### config.mk
export PLATFORM = sky130hd
export DESIGN_NAME = xv_top
export DESIGN_NICKNAME = d
export VERILOG_FILES = /design/src/design/xv_bus_pkg.sv /design/src/design/xv_video_pkg.sv /design/src/design/xv_reg_interface.sv /design/src/design/xv_blitter.sv /design/src/design/xv_video_gen.sv /design/src/design/xv_vram_arb.sv /design/src/design/xv_top.sv
export VERILOG_INCLUDE_DIRS = /design/src /design/src/include
export SDC_FILE = /design/constraint.sdc
export NUM_CORES = 2
export LEC_CHECK = 0
export ABC_CLOCK_PERIOD_IN_PS = 5600
export BUFFER_PORTS_ARGS = -buffer_cell sky130_fd_sc_hd__buf_2
export CAP_MARGIN = 40
export CORE_MARGIN = 10
export CORE_UTILIZATION = 45
export DETAILED_ROUTE_END_ITERATION = 6
export GPL_TIMING_DRIVEN = 0
export PLACE_DENSITY_LB_ADDON = 0.1
export SLEW_MARGIN = 5
export SYNTH_ARGS = -nofsm -noshare
export SYNTH_HDL_FRONTEND = slang
export SYNTH_SLANG_ARGS = --single-unit
### constraint.sdc
create_clock -name clk -period 5.6 [get_ports clk]
set_input_delay 0.28 -clock clk [delete_from_list [all_inputs] [get_ports clk]]
set_output_delay 0.28 -clock clk [all_outputs]
set_load 0.03 [all_outputs]
### src/include/xv_macros.svh
/*
 * video timing for the small simulation frame
 * VRAM size and the host register numbers
 */
`ifndef XV_MACROS_SVH
`define XV_MACROS_SVH

// line segments in pixels adding up to 24
`define XV_H_VISIBLE 16
`define XV_H_FRONT 2
`define XV_H_SYNC 4
`define XV_H_BACK 2

// frame segments in lines adding up to 12
`define XV_V_VISIBLE 8
`define XV_V_FRONT 1
`define XV_V_SYNC 2
`define XV_V_BACK 1

`define XV_VRAM_ADDR_W 8            // 256 words

// host register numbers
`define XV_REG_INT_CTRL 4'd0
`define XV_REG_SYS_STATUS 4'd1
`define XV_REG_WR_ADDR 4'd2
`define XV_REG_DATA 4'd3
`define XV_REG_RD_ADDR 4'd4
`define XV_REG_RD_DATA 4'd5
`define XV_REG_BLIT_ADDR 4'd6
`define XV_REG_BLIT_COUNT 4'd7
`define XV_REG_BLIT_VALUE 4'd8

`endif

### src/design/xv_bus_pkg.sv
/*
 * host bus types
 * data byte, register number, interrupt bits
 */
package xv_bus_pkg;

    // one byte on the 8-bit host bus
    typedef logic [7:0] byte_t;

    // selects one of the sixteen register ports
    typedef logic [3:0] reg_num_t;

    // interrupt bits
    // bit 0 frame start (vsync), bit 1 blit done
    typedef logic [1:0] intr_t;

endpackage

### src/design/xv_video_pkg.sv
/*
 * VRAM and video types
 * words, addresses, scan counters, colour guns, blitter states
 */
package xv_video_pkg;

`include "xv_macros.svh"

    typedef logic [15:0] word_t;                    // one VRAM word
    typedef logic [`XV_VRAM_ADDR_W-1:0] addr_t;     // VRAM word address

    typedef logic [4:0] hcount_t;                   // pixel within line, 0..23
    typedef logic [3:0] vcount_t;                   // line within frame, 0..11

    typedef logic [3:0] color_t;                    // one gun of 12-bit RGB

    // fill engine
    typedef enum logic {
        IDLE,                                       // waiting for a start
        FILL                                        // writing one word per ack
    } blit_state_t;

endpackage

### src/design/xv_reg_interface.sv
/*
 * host register interface
 * bus cycle decode, 16-bit write assembly, VRAM write/read pointers,
 * blitter register writes, status readback, interrupt mask and status
 */
`timescale 1ns/1ns

module xv_reg_interface (
    input  logic                  clk,
    input  logic                  reset_i,
    input  logic                  bus_cs_n_i,         // register strobe, active low
    input  logic                  bus_rd_nwr_i,       // 1 read, 0 write
    input  xv_bus_pkg::reg_num_t  bus_reg_num_i,
    input  logic                  bus_bytesel_i,      // 0 even (high) byte, 1 odd (low)
    input  xv_bus_pkg::byte_t     bus_data_i,
    output xv_bus_pkg::byte_t     bus_data_o,
    output logic                  bus_intr_o,
    output logic                  regs_vram_sel_o,
    output logic                  regs_wr_o,
    output xv_video_pkg::addr_t   regs_addr_o,
    output xv_video_pkg::word_t   regs_data_o,
    input  logic                  regs_ack_i,
    input  xv_video_pkg::word_t   vram_data_i,
    output logic                  blit_reg_wr_o,
    output logic [1:0]            blit_reg_sel_o,
    output xv_video_pkg::word_t   blit_reg_data_o,
    input  logic                  blit_busy_i,
    input  logic                  blit_done_i,
    input  logic                  frame_start_i,
    input  logic                  h_blank_i,
    input  logic                  v_blank_i
);

`include "xv_macros.svh"
    import xv_bus_pkg::*;
    import xv_video_pkg::*;

    logic   cs_n_q;                 // strobe last clock, for edge detect
    logic   cycle_start;            // first clock of a bus cycle
    logic   wr_odd;                 // odd byte write, the action point
    logic   rd_odd;
    byte_t  hold_hi;                // even byte waiting for its pair
    word_t  wr_word;
    addr_t  wr_addr;
    addr_t  rd_addr;
    addr_t  next_rd;                // address of the next prefetch
    word_t  rd_data;                // prefetched word
    logic   rd_pending;             // read acked, data due this clock
    logic   mem_busy;
    logic   start_wr;
    logic   start_rd;
    word_t  rd_word;                // readback mux
    intr_t  intr_mask;
    intr_t  intr_status;
    intr_t  intr_signal;
    intr_t  intr_clear;

    assign cycle_start = cs_n_q & ~bus_cs_n_i;
    assign wr_odd      = cycle_start & ~bus_rd_nwr_i & bus_bytesel_i;
    assign rd_odd      = cycle_start & bus_rd_nwr_i & bus_bytesel_i;
    assign wr_word     = {hold_hi, bus_data_i};
    assign mem_busy    = regs_vram_sel_o | rd_pending;

    // one VRAM request at a time, new ones dropped while busy
    assign start_wr = wr_odd && (bus_reg_num_i == `XV_REG_DATA) && !mem_busy;
    assign start_rd = !mem_busy && ((wr_odd && bus_reg_num_i == `XV_REG_RD_ADDR) ||
                                    (rd_odd && bus_reg_num_i == `XV_REG_RD_DATA));
    assign next_rd  = (bus_reg_num_i == `XV_REG_RD_ADDR) ? addr_t'(wr_word) : rd_addr + 1'b1;

    // blit regs 6..8 map to sel 0..2
    assign blit_reg_wr_o   = wr_odd && (bus_reg_num_i >= `XV_REG_BLIT_ADDR) &&
                             (bus_reg_num_i <= `XV_REG_BLIT_VALUE);
    assign blit_reg_sel_o  = 2'(bus_reg_num_i - `XV_REG_BLIT_ADDR);
    assign blit_reg_data_o = wr_word;

    assign intr_signal = {blit_done_i, frame_start_i};
    assign intr_clear  = (wr_odd && bus_reg_num_i == `XV_REG_INT_CTRL) ? bus_data_i[1:0] : '0;

    always_comb begin
        rd_word = '0;
        case (bus_reg_num_i)
            `XV_REG_INT_CTRL:   rd_word = {6'b0, intr_mask, 6'b0, intr_status};
            `XV_REG_SYS_STATUS: rd_word = {12'b0, v_blank_i, h_blank_i, blit_busy_i, mem_busy};
            `XV_REG_WR_ADDR:    rd_word = word_t'(wr_addr);
            `XV_REG_RD_ADDR:    rd_word = word_t'(rd_addr);
            `XV_REG_RD_DATA:    rd_word = rd_data;
            default:            rd_word = '0;
        endcase
    end

    always_ff @(posedge clk) begin
        if (reset_i) begin
            cs_n_q          <= 1'b1;
            regs_vram_sel_o <= 1'b0;
            rd_pending      <= 1'b0;
            wr_addr         <= '0;
            rd_addr         <= '0;
            intr_mask       <= '0;
            intr_status     <= '0;
            bus_intr_o      <= 1'b0;
        end else begin
            cs_n_q     <= bus_cs_n_i;
            rd_pending <= 1'b0;
            if (regs_ack_i) begin
                regs_vram_sel_o <= 1'b0;
                if (regs_wr_o) begin
                    wr_addr <= wr_addr + 1'b1;      // write done, step
                end else begin
                    rd_pending <= 1'b1;             // data lands next clock
                end
            end
            if (start_wr || start_rd) begin
                regs_vram_sel_o <= 1'b1;
            end
            if (start_rd) begin
                rd_addr <= next_rd;
            end
            if (wr_odd && bus_reg_num_i == `XV_REG_WR_ADDR) begin
                wr_addr <= addr_t'(wr_word);
            end
            if (wr_odd && bus_reg_num_i == `XV_REG_INT_CTRL) begin
                intr_mask <= hold_hi[1:0];          // mask in high byte
            end
            // pulse only for enabled bits not already pending
            bus_intr_o  <= |(intr_signal & intr_mask & ~intr_status);
            intr_status <= (intr_status | intr_signal) & ~intr_clear;
        end
    end

    always_ff @(posedge clk) begin
        if (cycle_start && !bus_rd_nwr_i && !bus_bytesel_i) begin
            hold_hi <= bus_data_i;
        end
        if (cycle_start) begin
            bus_data_o <= bus_bytesel_i ? rd_word[7:0] : rd_word[15:8];
        end
        if (rd_pending) begin
            rd_data <= vram_data_i;
        end
        if (start_wr) begin
            regs_wr_o   <= 1'b1;
            regs_addr_o <= wr_addr;
            regs_data_o <= wr_word;
        end else if (start_rd) begin
            regs_wr_o   <= 1'b0;
            regs_addr_o <= next_rd;
        end
    end

endmodule

### src/design/xv_blitter.sv
/*
 * blitter fill unit
 * ADDR, COUNT and VALUE registers, fill state machine, done pulse
 */
`timescale 1ns/1ns

module xv_blitter (
    input  logic                 clk,
    input  logic                 reset_i,
    input  logic                 blit_reg_wr_i,
    input  logic [1:0]           blit_reg_sel_i,     // 0 addr, 1 count, 2 value
    input  xv_video_pkg::word_t  blit_reg_data_i,
    output logic                 blit_vram_sel_o,
    output logic                 blit_wr_o,
    output xv_video_pkg::addr_t  blit_addr_o,
    output xv_video_pkg::word_t  blit_data_o,
    input  logic                 blit_ack_i,
    output logic                 blit_busy_o,
    output logic                 blit_done_o
);

    import xv_video_pkg::*;

    localparam logic [1:0] SEL_ADDR  = 2'd0;
    localparam logic [1:0] SEL_COUNT = 2'd1;
    localparam logic [1:0] SEL_VALUE = 2'd2;

    blit_state_t state;
    addr_t       blit_remain;       // words left after the current one
    word_t       blit_value;

    assign blit_busy_o     = (state == FILL);
    assign blit_vram_sel_o = blit_busy_o;   // request held for the whole fill
    assign blit_wr_o       = blit_busy_o;   // fill only ever writes
    assign blit_data_o     = blit_value;

    always_ff @(posedge clk) begin
        if (reset_i) begin
            state       <= IDLE;
            blit_done_o <= 1'b0;
        end else begin
            blit_done_o <= 1'b0;
            case (state)
                IDLE: if (blit_reg_wr_i && blit_reg_sel_i == SEL_COUNT) state <= FILL;
                FILL: if (blit_ack_i && blit_remain == '0) begin
                    state       <= IDLE;
                    blit_done_o <= 1'b1;    // after the last ack
                end
                default: state <= IDLE;
            endcase
        end
    end

    // parameters only change while idle; addr wraps at 256
    always_ff @(posedge clk) begin
        if (state == IDLE && blit_reg_wr_i) begin
            case (blit_reg_sel_i)
                SEL_ADDR:  blit_addr_o <= addr_t'(blit_reg_data_i);
                SEL_COUNT: blit_remain <= addr_t'(blit_reg_data_i);
                SEL_VALUE: blit_value  <= blit_reg_data_i;
                default:   ;
            endcase
        end else if (blit_ack_i) begin
            blit_addr_o <= blit_addr_o + 1'b1;
            blit_remain <= blit_remain - 1'b1;
        end
    end

endmodule

### src/design/xv_video_gen.sv
/*
 * video generator
 * scan counters, pixel fetch addresses, blank flags,
 * delayed syncs and display enable, 12-bit colour out
 */
`timescale 1ns/1ns

module xv_video_gen (
    input  logic                  clk,
    input  logic                  reset_i,
    output logic                  vgen_sel_o,
    output xv_video_pkg::addr_t   vgen_addr_o,
    input  xv_video_pkg::word_t   vram_data_i,
    output xv_video_pkg::color_t  red_o,
    output xv_video_pkg::color_t  green_o,
    output xv_video_pkg::color_t  blue_o,
    output logic                  hsync_o,
    output logic                  vsync_o,
    output logic                  dv_de_o,
    output logic                  h_blank_o,
    output logic                  v_blank_o,
    output logic                  frame_start_o
);

`include "xv_macros.svh"
    import xv_video_pkg::*;

    localparam hcount_t H_VIS  = hcount_t'(`XV_H_VISIBLE);
    localparam hcount_t H_SON  = hcount_t'(`XV_H_VISIBLE + `XV_H_FRONT);
    localparam hcount_t H_SOFF = hcount_t'(H_SON + `XV_H_SYNC);
    localparam hcount_t H_LAST = hcount_t'(H_SOFF + `XV_H_BACK - 1);
    localparam vcount_t V_VIS  = vcount_t'(`XV_V_VISIBLE);
    localparam vcount_t V_SON  = vcount_t'(`XV_V_VISIBLE + `XV_V_FRONT);
    localparam vcount_t V_SOFF = vcount_t'(V_SON + `XV_V_SYNC);
    localparam vcount_t V_LAST = vcount_t'(V_SOFF + `XV_V_BACK - 1);

    hcount_t h_count;
    vcount_t v_count;

    assign h_blank_o   = (h_count >= H_VIS);
    assign v_blank_o   = (v_count >= V_VIS);
    assign vgen_sel_o  = !h_blank_o && !v_blank_o;      // visible pixels only
    assign vgen_addr_o = addr_t'({v_count, h_count[3:0]});   // line*16 + column

    // word lands one clock after fetch, de already delayed to match
    assign {red_o, green_o, blue_o} = dv_de_o ? vram_data_i[11:0] : 12'h000;

    always_ff @(posedge clk) begin
        if (reset_i) begin
            h_count       <= '0;
            v_count       <= '0;
            hsync_o       <= 1'b0;
            vsync_o       <= 1'b0;
            dv_de_o       <= 1'b0;
            frame_start_o <= 1'b0;
        end else begin
            if (h_count == H_LAST) begin
                h_count <= '0;
                v_count <= (v_count == V_LAST) ? '0 : v_count + 1'b1;
            end else begin
                h_count <= h_count + 1'b1;
            end
            // one clock behind the counters, syncs active high
            hsync_o       <= (h_count >= H_SON) && (h_count < H_SOFF);
            vsync_o       <= (v_count >= V_SON) && (v_count < V_SOFF);
            dv_de_o       <= vgen_sel_o;
            frame_start_o <= (h_count == '0) && (v_count == V_SON);   // first vsync clock
        end
    end

endmodule

### src/design/xv_vram_arb.sv
/*
 * VRAM and its arbiter
 * 256-word single-port memory, fixed priority video > regs > blit
 */
`timescale 1ns/1ns

module xv_vram_arb (
    input  logic                 clk,
    input  logic                 vgen_sel_i,
    input  xv_video_pkg::addr_t  vgen_addr_i,
    input  logic                 regs_vram_sel_i,
    input  logic                 regs_wr_i,
    input  xv_video_pkg::addr_t  regs_addr_i,
    input  xv_video_pkg::word_t  regs_data_i,
    output logic                 regs_ack_o,
    input  logic                 blit_vram_sel_i,
    input  logic                 blit_wr_i,
    input  xv_video_pkg::addr_t  blit_addr_i,
    input  xv_video_pkg::word_t  blit_data_i,
    output logic                 blit_ack_o,
    output xv_video_pkg::word_t  vram_data_o
);

    import xv_video_pkg::*;

    word_t vram_mem [2**$bits(addr_t)];
    logic  mem_wr;
    addr_t mem_addr;
    word_t mem_wdata;

    // video is never stalled
    assign regs_ack_o = regs_vram_sel_i & ~vgen_sel_i;
    assign blit_ack_o = blit_vram_sel_i & ~vgen_sel_i & ~regs_vram_sel_i;

    always_comb begin
        mem_addr  = vgen_addr_i;    // video or idle
        mem_wr    = 1'b0;
        mem_wdata = blit_data_i;
        if (regs_ack_o) begin
            mem_addr  = regs_addr_i;
            mem_wr    = regs_wr_i;
            mem_wdata = regs_data_i;
        end else if (blit_ack_o) begin
            mem_addr  = blit_addr_i;
            mem_wr    = blit_wr_i;
        end
    end

    // read data one clock after grant
    always_ff @(posedge clk) begin
        if (mem_wr) begin
            vram_mem[mem_addr] <= mem_wdata;
        end
        vram_data_o <= vram_mem[mem_addr];
    end

endmodule

### src/design/xv_top.sv
/*
 * xv_lite top level
 * register interface, blitter, video generator, VRAM arbiter
 */
`timescale 1ns/1ns

module xv_top (
    input  logic                  clk,
    input  logic                  reset_i,
    input  logic                  bus_cs_n_i,
    input  logic                  bus_rd_nwr_i,
    input  xv_bus_pkg::reg_num_t  bus_reg_num_i,
    input  logic                  bus_bytesel_i,
    input  xv_bus_pkg::byte_t     bus_data_i,
    output xv_bus_pkg::byte_t     bus_data_o,
    output logic                  bus_intr_o,
    output xv_video_pkg::color_t  red_o,
    output xv_video_pkg::color_t  green_o,
    output xv_video_pkg::color_t  blue_o,
    output logic                  hsync_o,
    output logic                  vsync_o,
    output logic                  dv_de_o
);

    import xv_video_pkg::*;

    word_t      vram_data;          // shared read data, all users
    logic       vgen_sel;
    addr_t      vgen_addr;
    logic       regs_vram_sel, regs_wr, regs_ack;
    addr_t      regs_addr;
    word_t      regs_data;
    logic       blit_vram_sel, blit_wr, blit_ack;
    addr_t      blit_addr;
    word_t      blit_data;
    logic       blit_reg_wr;
    logic [1:0] blit_reg_sel;
    word_t      blit_reg_data;
    logic       blit_busy, blit_done;
    logic       h_blank, v_blank, frame_start;

    xv_reg_interface u_regs (
        .clk, .reset_i, .bus_cs_n_i, .bus_rd_nwr_i, .bus_reg_num_i, .bus_bytesel_i,
        .bus_data_i, .bus_data_o, .bus_intr_o,
        .regs_vram_sel_o(regs_vram_sel), .regs_wr_o(regs_wr), .regs_addr_o(regs_addr),
        .regs_data_o(regs_data), .regs_ack_i(regs_ack), .vram_data_i(vram_data),
        .blit_reg_wr_o(blit_reg_wr), .blit_reg_sel_o(blit_reg_sel),
        .blit_reg_data_o(blit_reg_data), .blit_busy_i(blit_busy), .blit_done_i(blit_done),
        .frame_start_i(frame_start), .h_blank_i(h_blank), .v_blank_i(v_blank)
    );

    xv_blitter u_blit (
        .clk, .reset_i, .blit_reg_wr_i(blit_reg_wr), .blit_reg_sel_i(blit_reg_sel),
        .blit_reg_data_i(blit_reg_data), .blit_vram_sel_o(blit_vram_sel),
        .blit_wr_o(blit_wr), .blit_addr_o(blit_addr), .blit_data_o(blit_data),
        .blit_ack_i(blit_ack), .blit_busy_o(blit_busy), .blit_done_o(blit_done)
    );

    xv_video_gen u_vgen (
        .clk, .reset_i, .vgen_sel_o(vgen_sel), .vgen_addr_o(vgen_addr),
        .vram_data_i(vram_data), .red_o, .green_o, .blue_o, .hsync_o, .vsync_o, .dv_de_o,
        .h_blank_o(h_blank), .v_blank_o(v_blank), .frame_start_o(frame_start)
    );

    xv_vram_arb u_arb (
        .clk, .vgen_sel_i(vgen_sel), .vgen_addr_i(vgen_addr),
        .regs_vram_sel_i(regs_vram_sel), .regs_wr_i(regs_wr), .regs_addr_i(regs_addr),
        .regs_data_i(regs_data), .regs_ack_o(regs_ack),
        .blit_vram_sel_i(blit_vram_sel), .blit_wr_i(blit_wr), .blit_addr_i(blit_addr),
        .blit_data_i(blit_data), .blit_ack_o(blit_ack), .vram_data_o(vram_data)
    );

endmodule

Yosys cells after proc, flatten, opt, wreduce, memory -nomap -nowiden

Memory sizes are Yosys's and may differ from the RTL's. A register that Yosys moved wholly into a read port is not among the register bits.
Cells that the tools add are included.

Flip-flop bits (word level): 128
Memory bits (writable): 4,096
Output and inout port bits: 24
Logic and storage cells: 147
Memories kept: 1

$add $sub $neg: 7
$lt $le $gt $ge: 8
Equal/unequal tests: 12
Mux-type cells: 31
Bitwise operators: 21
Reductions and logical operators: 42

Memories:

| memory         | words | width | rd ports | clocked after Yosys merged registers in | write ports | RTL line          | RTL |
|---|---|---|---|---|---|---|---|
| u_arb.vram_mem | 256   | 16    | 1        | 1                                       | 1           | xv_vram_arb.sv:26 | `word_t vram_mem [2**$bits(addr_t)];` |

Operators with widths:

| kind                                                                   | number |
|---|---|
| 8-bit two-way mux                                                      | 15 |
| 16-bit one-hot mux with 5 select lines                                 | 1 |
| 8-bit by 1-bit adder with 8-bit output (second input constant)         | 3 |
| 1-bit logical AND                                                      | 18 |
| 16-bit two-way mux                                                     | 1 |
| 12-bit two-way mux                                                     | 1 |
| 5-bit >= comparator (second input constant)                            | 2 |
| 1-bit two-way mux                                                      | 10 |
| 2-bit nonzero test                                                     | 5 |
| 1-bit AND                                                              | 8 |
| 4-bit by 2-bit equality test with 1-bit output (second input constant) | 2 |
| 4-bit by 3-bit equality test with 1-bit output (second input constant) | 2 |
| 4-bit equality test (second input constant)                            | 2 |
| 4-bit >= comparator (second input constant)                            | 2 |
| 8-bit logical NOT                                                      | 1 |
| 2-bit AND reduction                                                    | 4 |
| 2-bit OR reduction                                                     | 4 |
| 8-bit by 1-bit subtractor with 8-bit output (second input constant)    | 1 |
| 2-bit AND                                                              | 3 |
| 1-bit NOT                                                              | 6 |
| 5-bit by 1-bit adder with 5-bit output (second input constant)         | 1 |
| 5-bit equality test (second input constant)                            | 1 |
| 1-bit logical NOT                                                      | 5 |
| 5-bit logical NOT                                                      | 1 |
| other kinds (20)                                                       | 22 |

Logic depth before layout (Yosys ltp)

Depth in word-level cells: 10
Gate-level depth with buffers: 12
Depth with buffers taken out: 8

Hierarchy

Synthesis repeated with hierarchy kept, for this count alone.

Cell total of the unflattened synthesis: 10,967
Area total of the unflattened synthesis: 166,592.3 µm²

Modules (own cells, without submodules):

| module           | instances | cells each | area each (µm²) | sequential area each (µm²) |
|---|---|---|---|---|
| xv_vram_arb      | 1         | 10,474     | 160,779.2       | 123,318.3 |
| xv_reg_interface | 1         | 300        | 3,603.5         | 2,182.1 |
| xv_blitter       | 1         | 109        | 1,481.4         | 1,001.0 |
| xv_video_gen     | 1         | 84         | 728.2           | 260.2 |

Worst setup path after synthesis

OpenSTA, ideal clock, no wires.

Path type: register to register
Start: reg u_regs.regs_vram_sel_o
End: mem u_arb.vram_mem[0][10] (netlist name), data pin
Library setup time: 0.823 ns
Data arrival time: 4.339 ns
Data required time: 4.777 ns
Slack: 0.439 ns
Stages on the path, launching flop included: 7
Buffers on the path: 3
Period minus slack after synthesis: 5.161 ns
Path through: dfxtp_1 buf_4 o21a_1 buf_2 buf_1 nand2_1 nand2_1

Cells in the longest elaborated chain, start to end: 2

RTL lines:

| what                    | RTL line                | RTL |
|---|---|---|
| start, declared         | xv_reg_interface.sv:18  | `output logic regs_vram_sel_o,` |
| start signal, assigned  | xv_reg_interface.sv:94  | `regs_vram_sel_o <= 1'b0;` |
| start signal, assigned  | xv_reg_interface.sv:105 | `regs_vram_sel_o <= 1'b0;` |
| start signal, assigned  | xv_reg_interface.sv:113 | `regs_vram_sel_o <= 1'b1;` |
| 1-bit AND               | xv_vram_arb.sv:32       | `assign regs_ack_o = regs_vram_sel_i & ~vgen_sel_i;` |
| 16-bit two-way mux      | xv_vram_arb.sv:39       | `if (regs_ack_o) begin` |
| net u_arb.mem_wdata[10] | xv_vram_arb.sv:29       | `word_t mem_wdata;` |
| end, declared           | xv_vram_arb.sv:26       |  |

The timed path passes the listed nets, and every way through them passes these cells.

Final worst setup path

Start: reg u_vgen.h_count[4]
End: reg u_arb.vram_data_o[8], read port of u_arb.vram_mem

Cells in the longest elaborated chain, start to end: 8
Elaborated cells on any way between the ends: 9

RTL lines:

| what                    | RTL line                             | RTL |
|---|---|---|
| start, declared         | xv_video_gen.sv:37                   | `hcount_t h_count;` |
| start signal, assigned  | xv_video_gen.sv:61                   | `h_count <= h_count + 1'b1;` |
| 5-bit >= comparator (*) | xv_video_gen.sv:40                   | `assign h_blank_o = (h_count >= H_VIS);` |
| 1-bit logical NOT (*)   | xv_video_gen.sv:42                   | `assign vgen_sel_o = !h_blank_o && !v_blank_o;` |
| 1-bit logical AND (*)   | xv_video_gen.sv:42                   |  |
| 1-bit NOT (*)           | xv_vram_arb.sv:32, xv_vram_arb.sv:33 |  |
| 1-bit AND (2 in series) | xv_vram_arb.sv:33                    | `assign blit_ack_o = blit_vram_sel_i & ~vgen_sel_i & ~regs_vram_sel_i;` |
| 8-bit two-way mux       | xv_vram_arb.sv:43                    | `end else if (blit_ack_o) begin` |
| 8-bit two-way mux (*)   | xv_vram_arb.sv:39                    |  |
| end, declared           | xv_vram_arb.sv:21                    | `output xv_video_pkg::word_t vram_data_o` |

Every way passes the cells marked *; elsewhere a longest branch is shown, timed or not.
A chain may end at the register's enable or synchronous reset.

==> out/summary.txt <==
Status -> finished with violations
Failing checks -> DRC, setup timing
Core area -> 359000 µm²
Global-route wire length before repair -> 689000 µm
Yosys warns -> 0
Fin. max-slew vios -> 0
Share of layout cells above drive strength 1 -> 30.2%
Initial detailed-routing violation count -> 11800
Post-Syn Instances -> 7568
Period Utilization, post-route -> 101%
Critical path endpoint category -> flip-flop
Worst path required time -> 6.48 ns
Flop pwr share -> 51.5%
DR WL/cell -> 36.6 µm
Port Buffers -> 39
Detail Route Antenna Nets -> 0
Total CTS buffers -> 440
Relative slew margins -> 33.1%
Internal power -> 52.4 mW
Worst-path clk slew -> 0.06 ns
Clk sinks -> 4240
Die area -> 384000 µm²
Root Buffer -> clkbuf_16
H-tree Lvls -> 5
F_max -> 178 MHz
Biggest area consumer among synthesized cells -> edfxtp_1
Syn nets -> 7594
Filler instances -> 27700
Mapped cell area -> 162000 µm²
Place WS -> -0.330 ns
Slew of the pin with the lowest slew margin -> 0.999 ns
Post-synthesis sequential area ratio -> 78.3%
Post-layout util -> 53.3%
CTS tree -> done
Area Growth Syn to Fin -> 17.9%
Clock group share of total power -> 43.3%
DRC -> 3
Post-synth top flop -> edfxtp_1
Vias in the first global route -> 84100
Die width -> 620 µm
Ports -> 41
Overall Power -> 66.8 mW
Most frequent cells in the layout -> edfxtp_1 (4184), mux4_2 (1025), clkbuf_16 (443)
Leakage -> 59.2 nW
Setup WS post-layout -> -0.0331 ns
Clock Latency Late Sink -> 1.00 ns
Combinational power share -> 5.2%
RePlAce Congestion -> 0.900
Final Setup Violations -> 10
Post-DR vias/cell -> 6.19
Min cycle time layout -> 5.63 ns
Initial antenna violation count -> 41
Final hold viol count -> 0
Top cells by area, synth -> edfxtp_1 (78%), mux4_2 (14%), a22oi_1 (1.2%)
Synth unique cells -> 57
Hold Crit Class -> in2reg
Routed wire length -> 502000 µm
Nets -> 8599
# rows -> 220
Max-cap violation count -> 0
Dpl hpwl -> 357000 µm
Crit Path Category -> reg2reg
Via count -> 85000
Grt total ovfl -> 0
Worst Skew -> 0.0721 ns
Critical Path Fanout Max -> 10
Ys async rst share -> 0%
Maximum vdd ir drop -> 0.000260 V
Seq cells post-synth -> 4240
Overall routing resource usage -> 25.7%
Power Density -> 350 nW/µm²
Post-synth EDFFs -> 4184
Share of the synthesized area in the top cell type -> 77.6%
DR pass1 iterations -> 7
Pin count of the biggest net entering global routing -> 78
Clock tree buffer depth -> 4
Initial Util -> 45.2%
Syn Area/Cell -> 21.4 µm²
Sw Share -> 21.6%
Die height -> 620 µm
Worst setup SP type -> flip-flop
Critical path data arrival time -> 6.51 ns
Sw power -> 14.4 mW
Commonest non-fill, non-tap cell in the layout -> edfxtp_1
RSZ-0062 raised after global routing -> no
==> through the flow <==
stage          setup TNS (ns)  cell area [µm²]  hold WS (ns)  cells
2_1_floorplan               0           162000         0.379   7568
3_3_place_gp                -           168000         0.396  12400
6_report               -0.154           191000         0.150  13700
5_1_grt                     0           191000         0.157  13700
4_1_cts                     0           191000        0.0940  13700
3_5_place_dp           -40.96           177000         0.391  12900
==> kinds of logic (layout without fill, tap and decap cells) <==
logic type      Yosys count  in the layout  share of synthesized area, %
compound gates          679            679                          2.95
xor+xnor                 27             27                         0.146
fa+ha+maj                 9              9                        0.0695
buf+inv                 484           1850                          1.32
flops                  4240           4240                          78.3
mux                    1034           1034                          14.3
other cells               0             14                             0
simple gates           1095           1095                          2.94
==> final cells by class <==
cell class	instances	area, µm²	share of cell area (%)
antenna	14	35.0	0.0183
tap	4773	5970	3.13
multi-input combinational	2844	34100	17.8
buffer	473	2140	1.12
inverter	11	41.3	0.0216
timing repair buffer	563	7920	4.15
clock buffer	537	11500	6.03
clock inverter	266	2590	1.36
sequential	4240	127000	66.4
==> registers in the layout, indices dropped and copies added (netlist names), 2 cells and up <==
register and count:
u_regs.wr_addr 8, u_regs.rd_data 16, u_regs.regs_addr_o 8, u_vgen.h_count 5
u_regs.intr_status 2, u_arb.vram_mem 4096, u_blit.blit_addr_o 8, u_regs.rd_addr 8
u_blit.blit_data_o 16, u_arb.vram_data_o 16, u_vgen.v_count 4, u_regs.intr_mask 2
u_regs.hold_hi 8, u_regs.regs_data_o 16, u_regs.bus_data_o 8, u_blit.blit_remain 8
==> layer usage <==
metal	vias to the layer above	part of all wire (%)	GRT usage, %
li1	34000	-	-
met1	46000	39	35.7
met2	4194	47	40.2
met3	817	9.2	5.40
met4	6	4.7	10.3
met5	-	0.0070	0
==> cell usage after synthesis, types with 48 or more instances <==
library cell and instances:
buf_2 145, nor2_1 295, buf_1 75, o41ai_1 48, a22oi_1 260, nand2_1 392, clkbuf_1 224, mux4_2 1025
dfxtp_1 56, edfxtp_1 4184, nand3_1 293, a31oi_1 258
==> what timing repair did <==
action	4_1_cts	5_1_grt
hold buffers	17	0
buffers inserted	3	0
endpoints found under the setup margin	387	15
gates resized for setup	9	3
endpoints found under the hold margin	98	0
==> critical path: stages, from the launching register on <==
cell	delay, ns
dfxtp_1	0.34
or2_1	0.21
buf_2	0.20
a32oi_1	0.42
nand2_1	0.37
buf_16	0.28
nand2b_1	0.47
buf_2	0.76
clkbuf_1	0.52
a31oi_1	0.26
o41ai_1	0.77
buf_2	0.30
o2111ai_1	0.29
buf_4	0.29
==> final timing paths <==
kind / startpoint / endpoint / slack, ns / cells after the start
worst max register to register: u_vgen.h_count[4]$_SDFF_PP0_ / u_arb.vram_data_o[8]$_DFF_P_ / -0.03 / 13
worst max-delay path: u_vgen.h_count[4]$_SDFF_PP0_ / u_arb.vram_data_o[8]$_DFF_P_ / -0.03 / 13
worst min register to register: u_arb.vram_data_o[15]$_DFF_P_ / u_regs.rd_data[15]$_DFFE_PP_ / 0.40 / 0
worst min-delay path: reset_i / u_vgen.frame_start_o$_SDFF_PP0_ / 0.15 / 5
==> power by group through the flow <==
stage	clock network, mW	registers [mW]	logic, mW
final	28.9	34.4	3.48
after global routing	30.5	34.4	3.62
after CTS	29.3	34.4	3.48
after detailed placement	0	35.1	3.46
after global placement	0	35.1	3.32
after floorplan	0	35.1	2.00
Power figures use the tool's default switching activity.
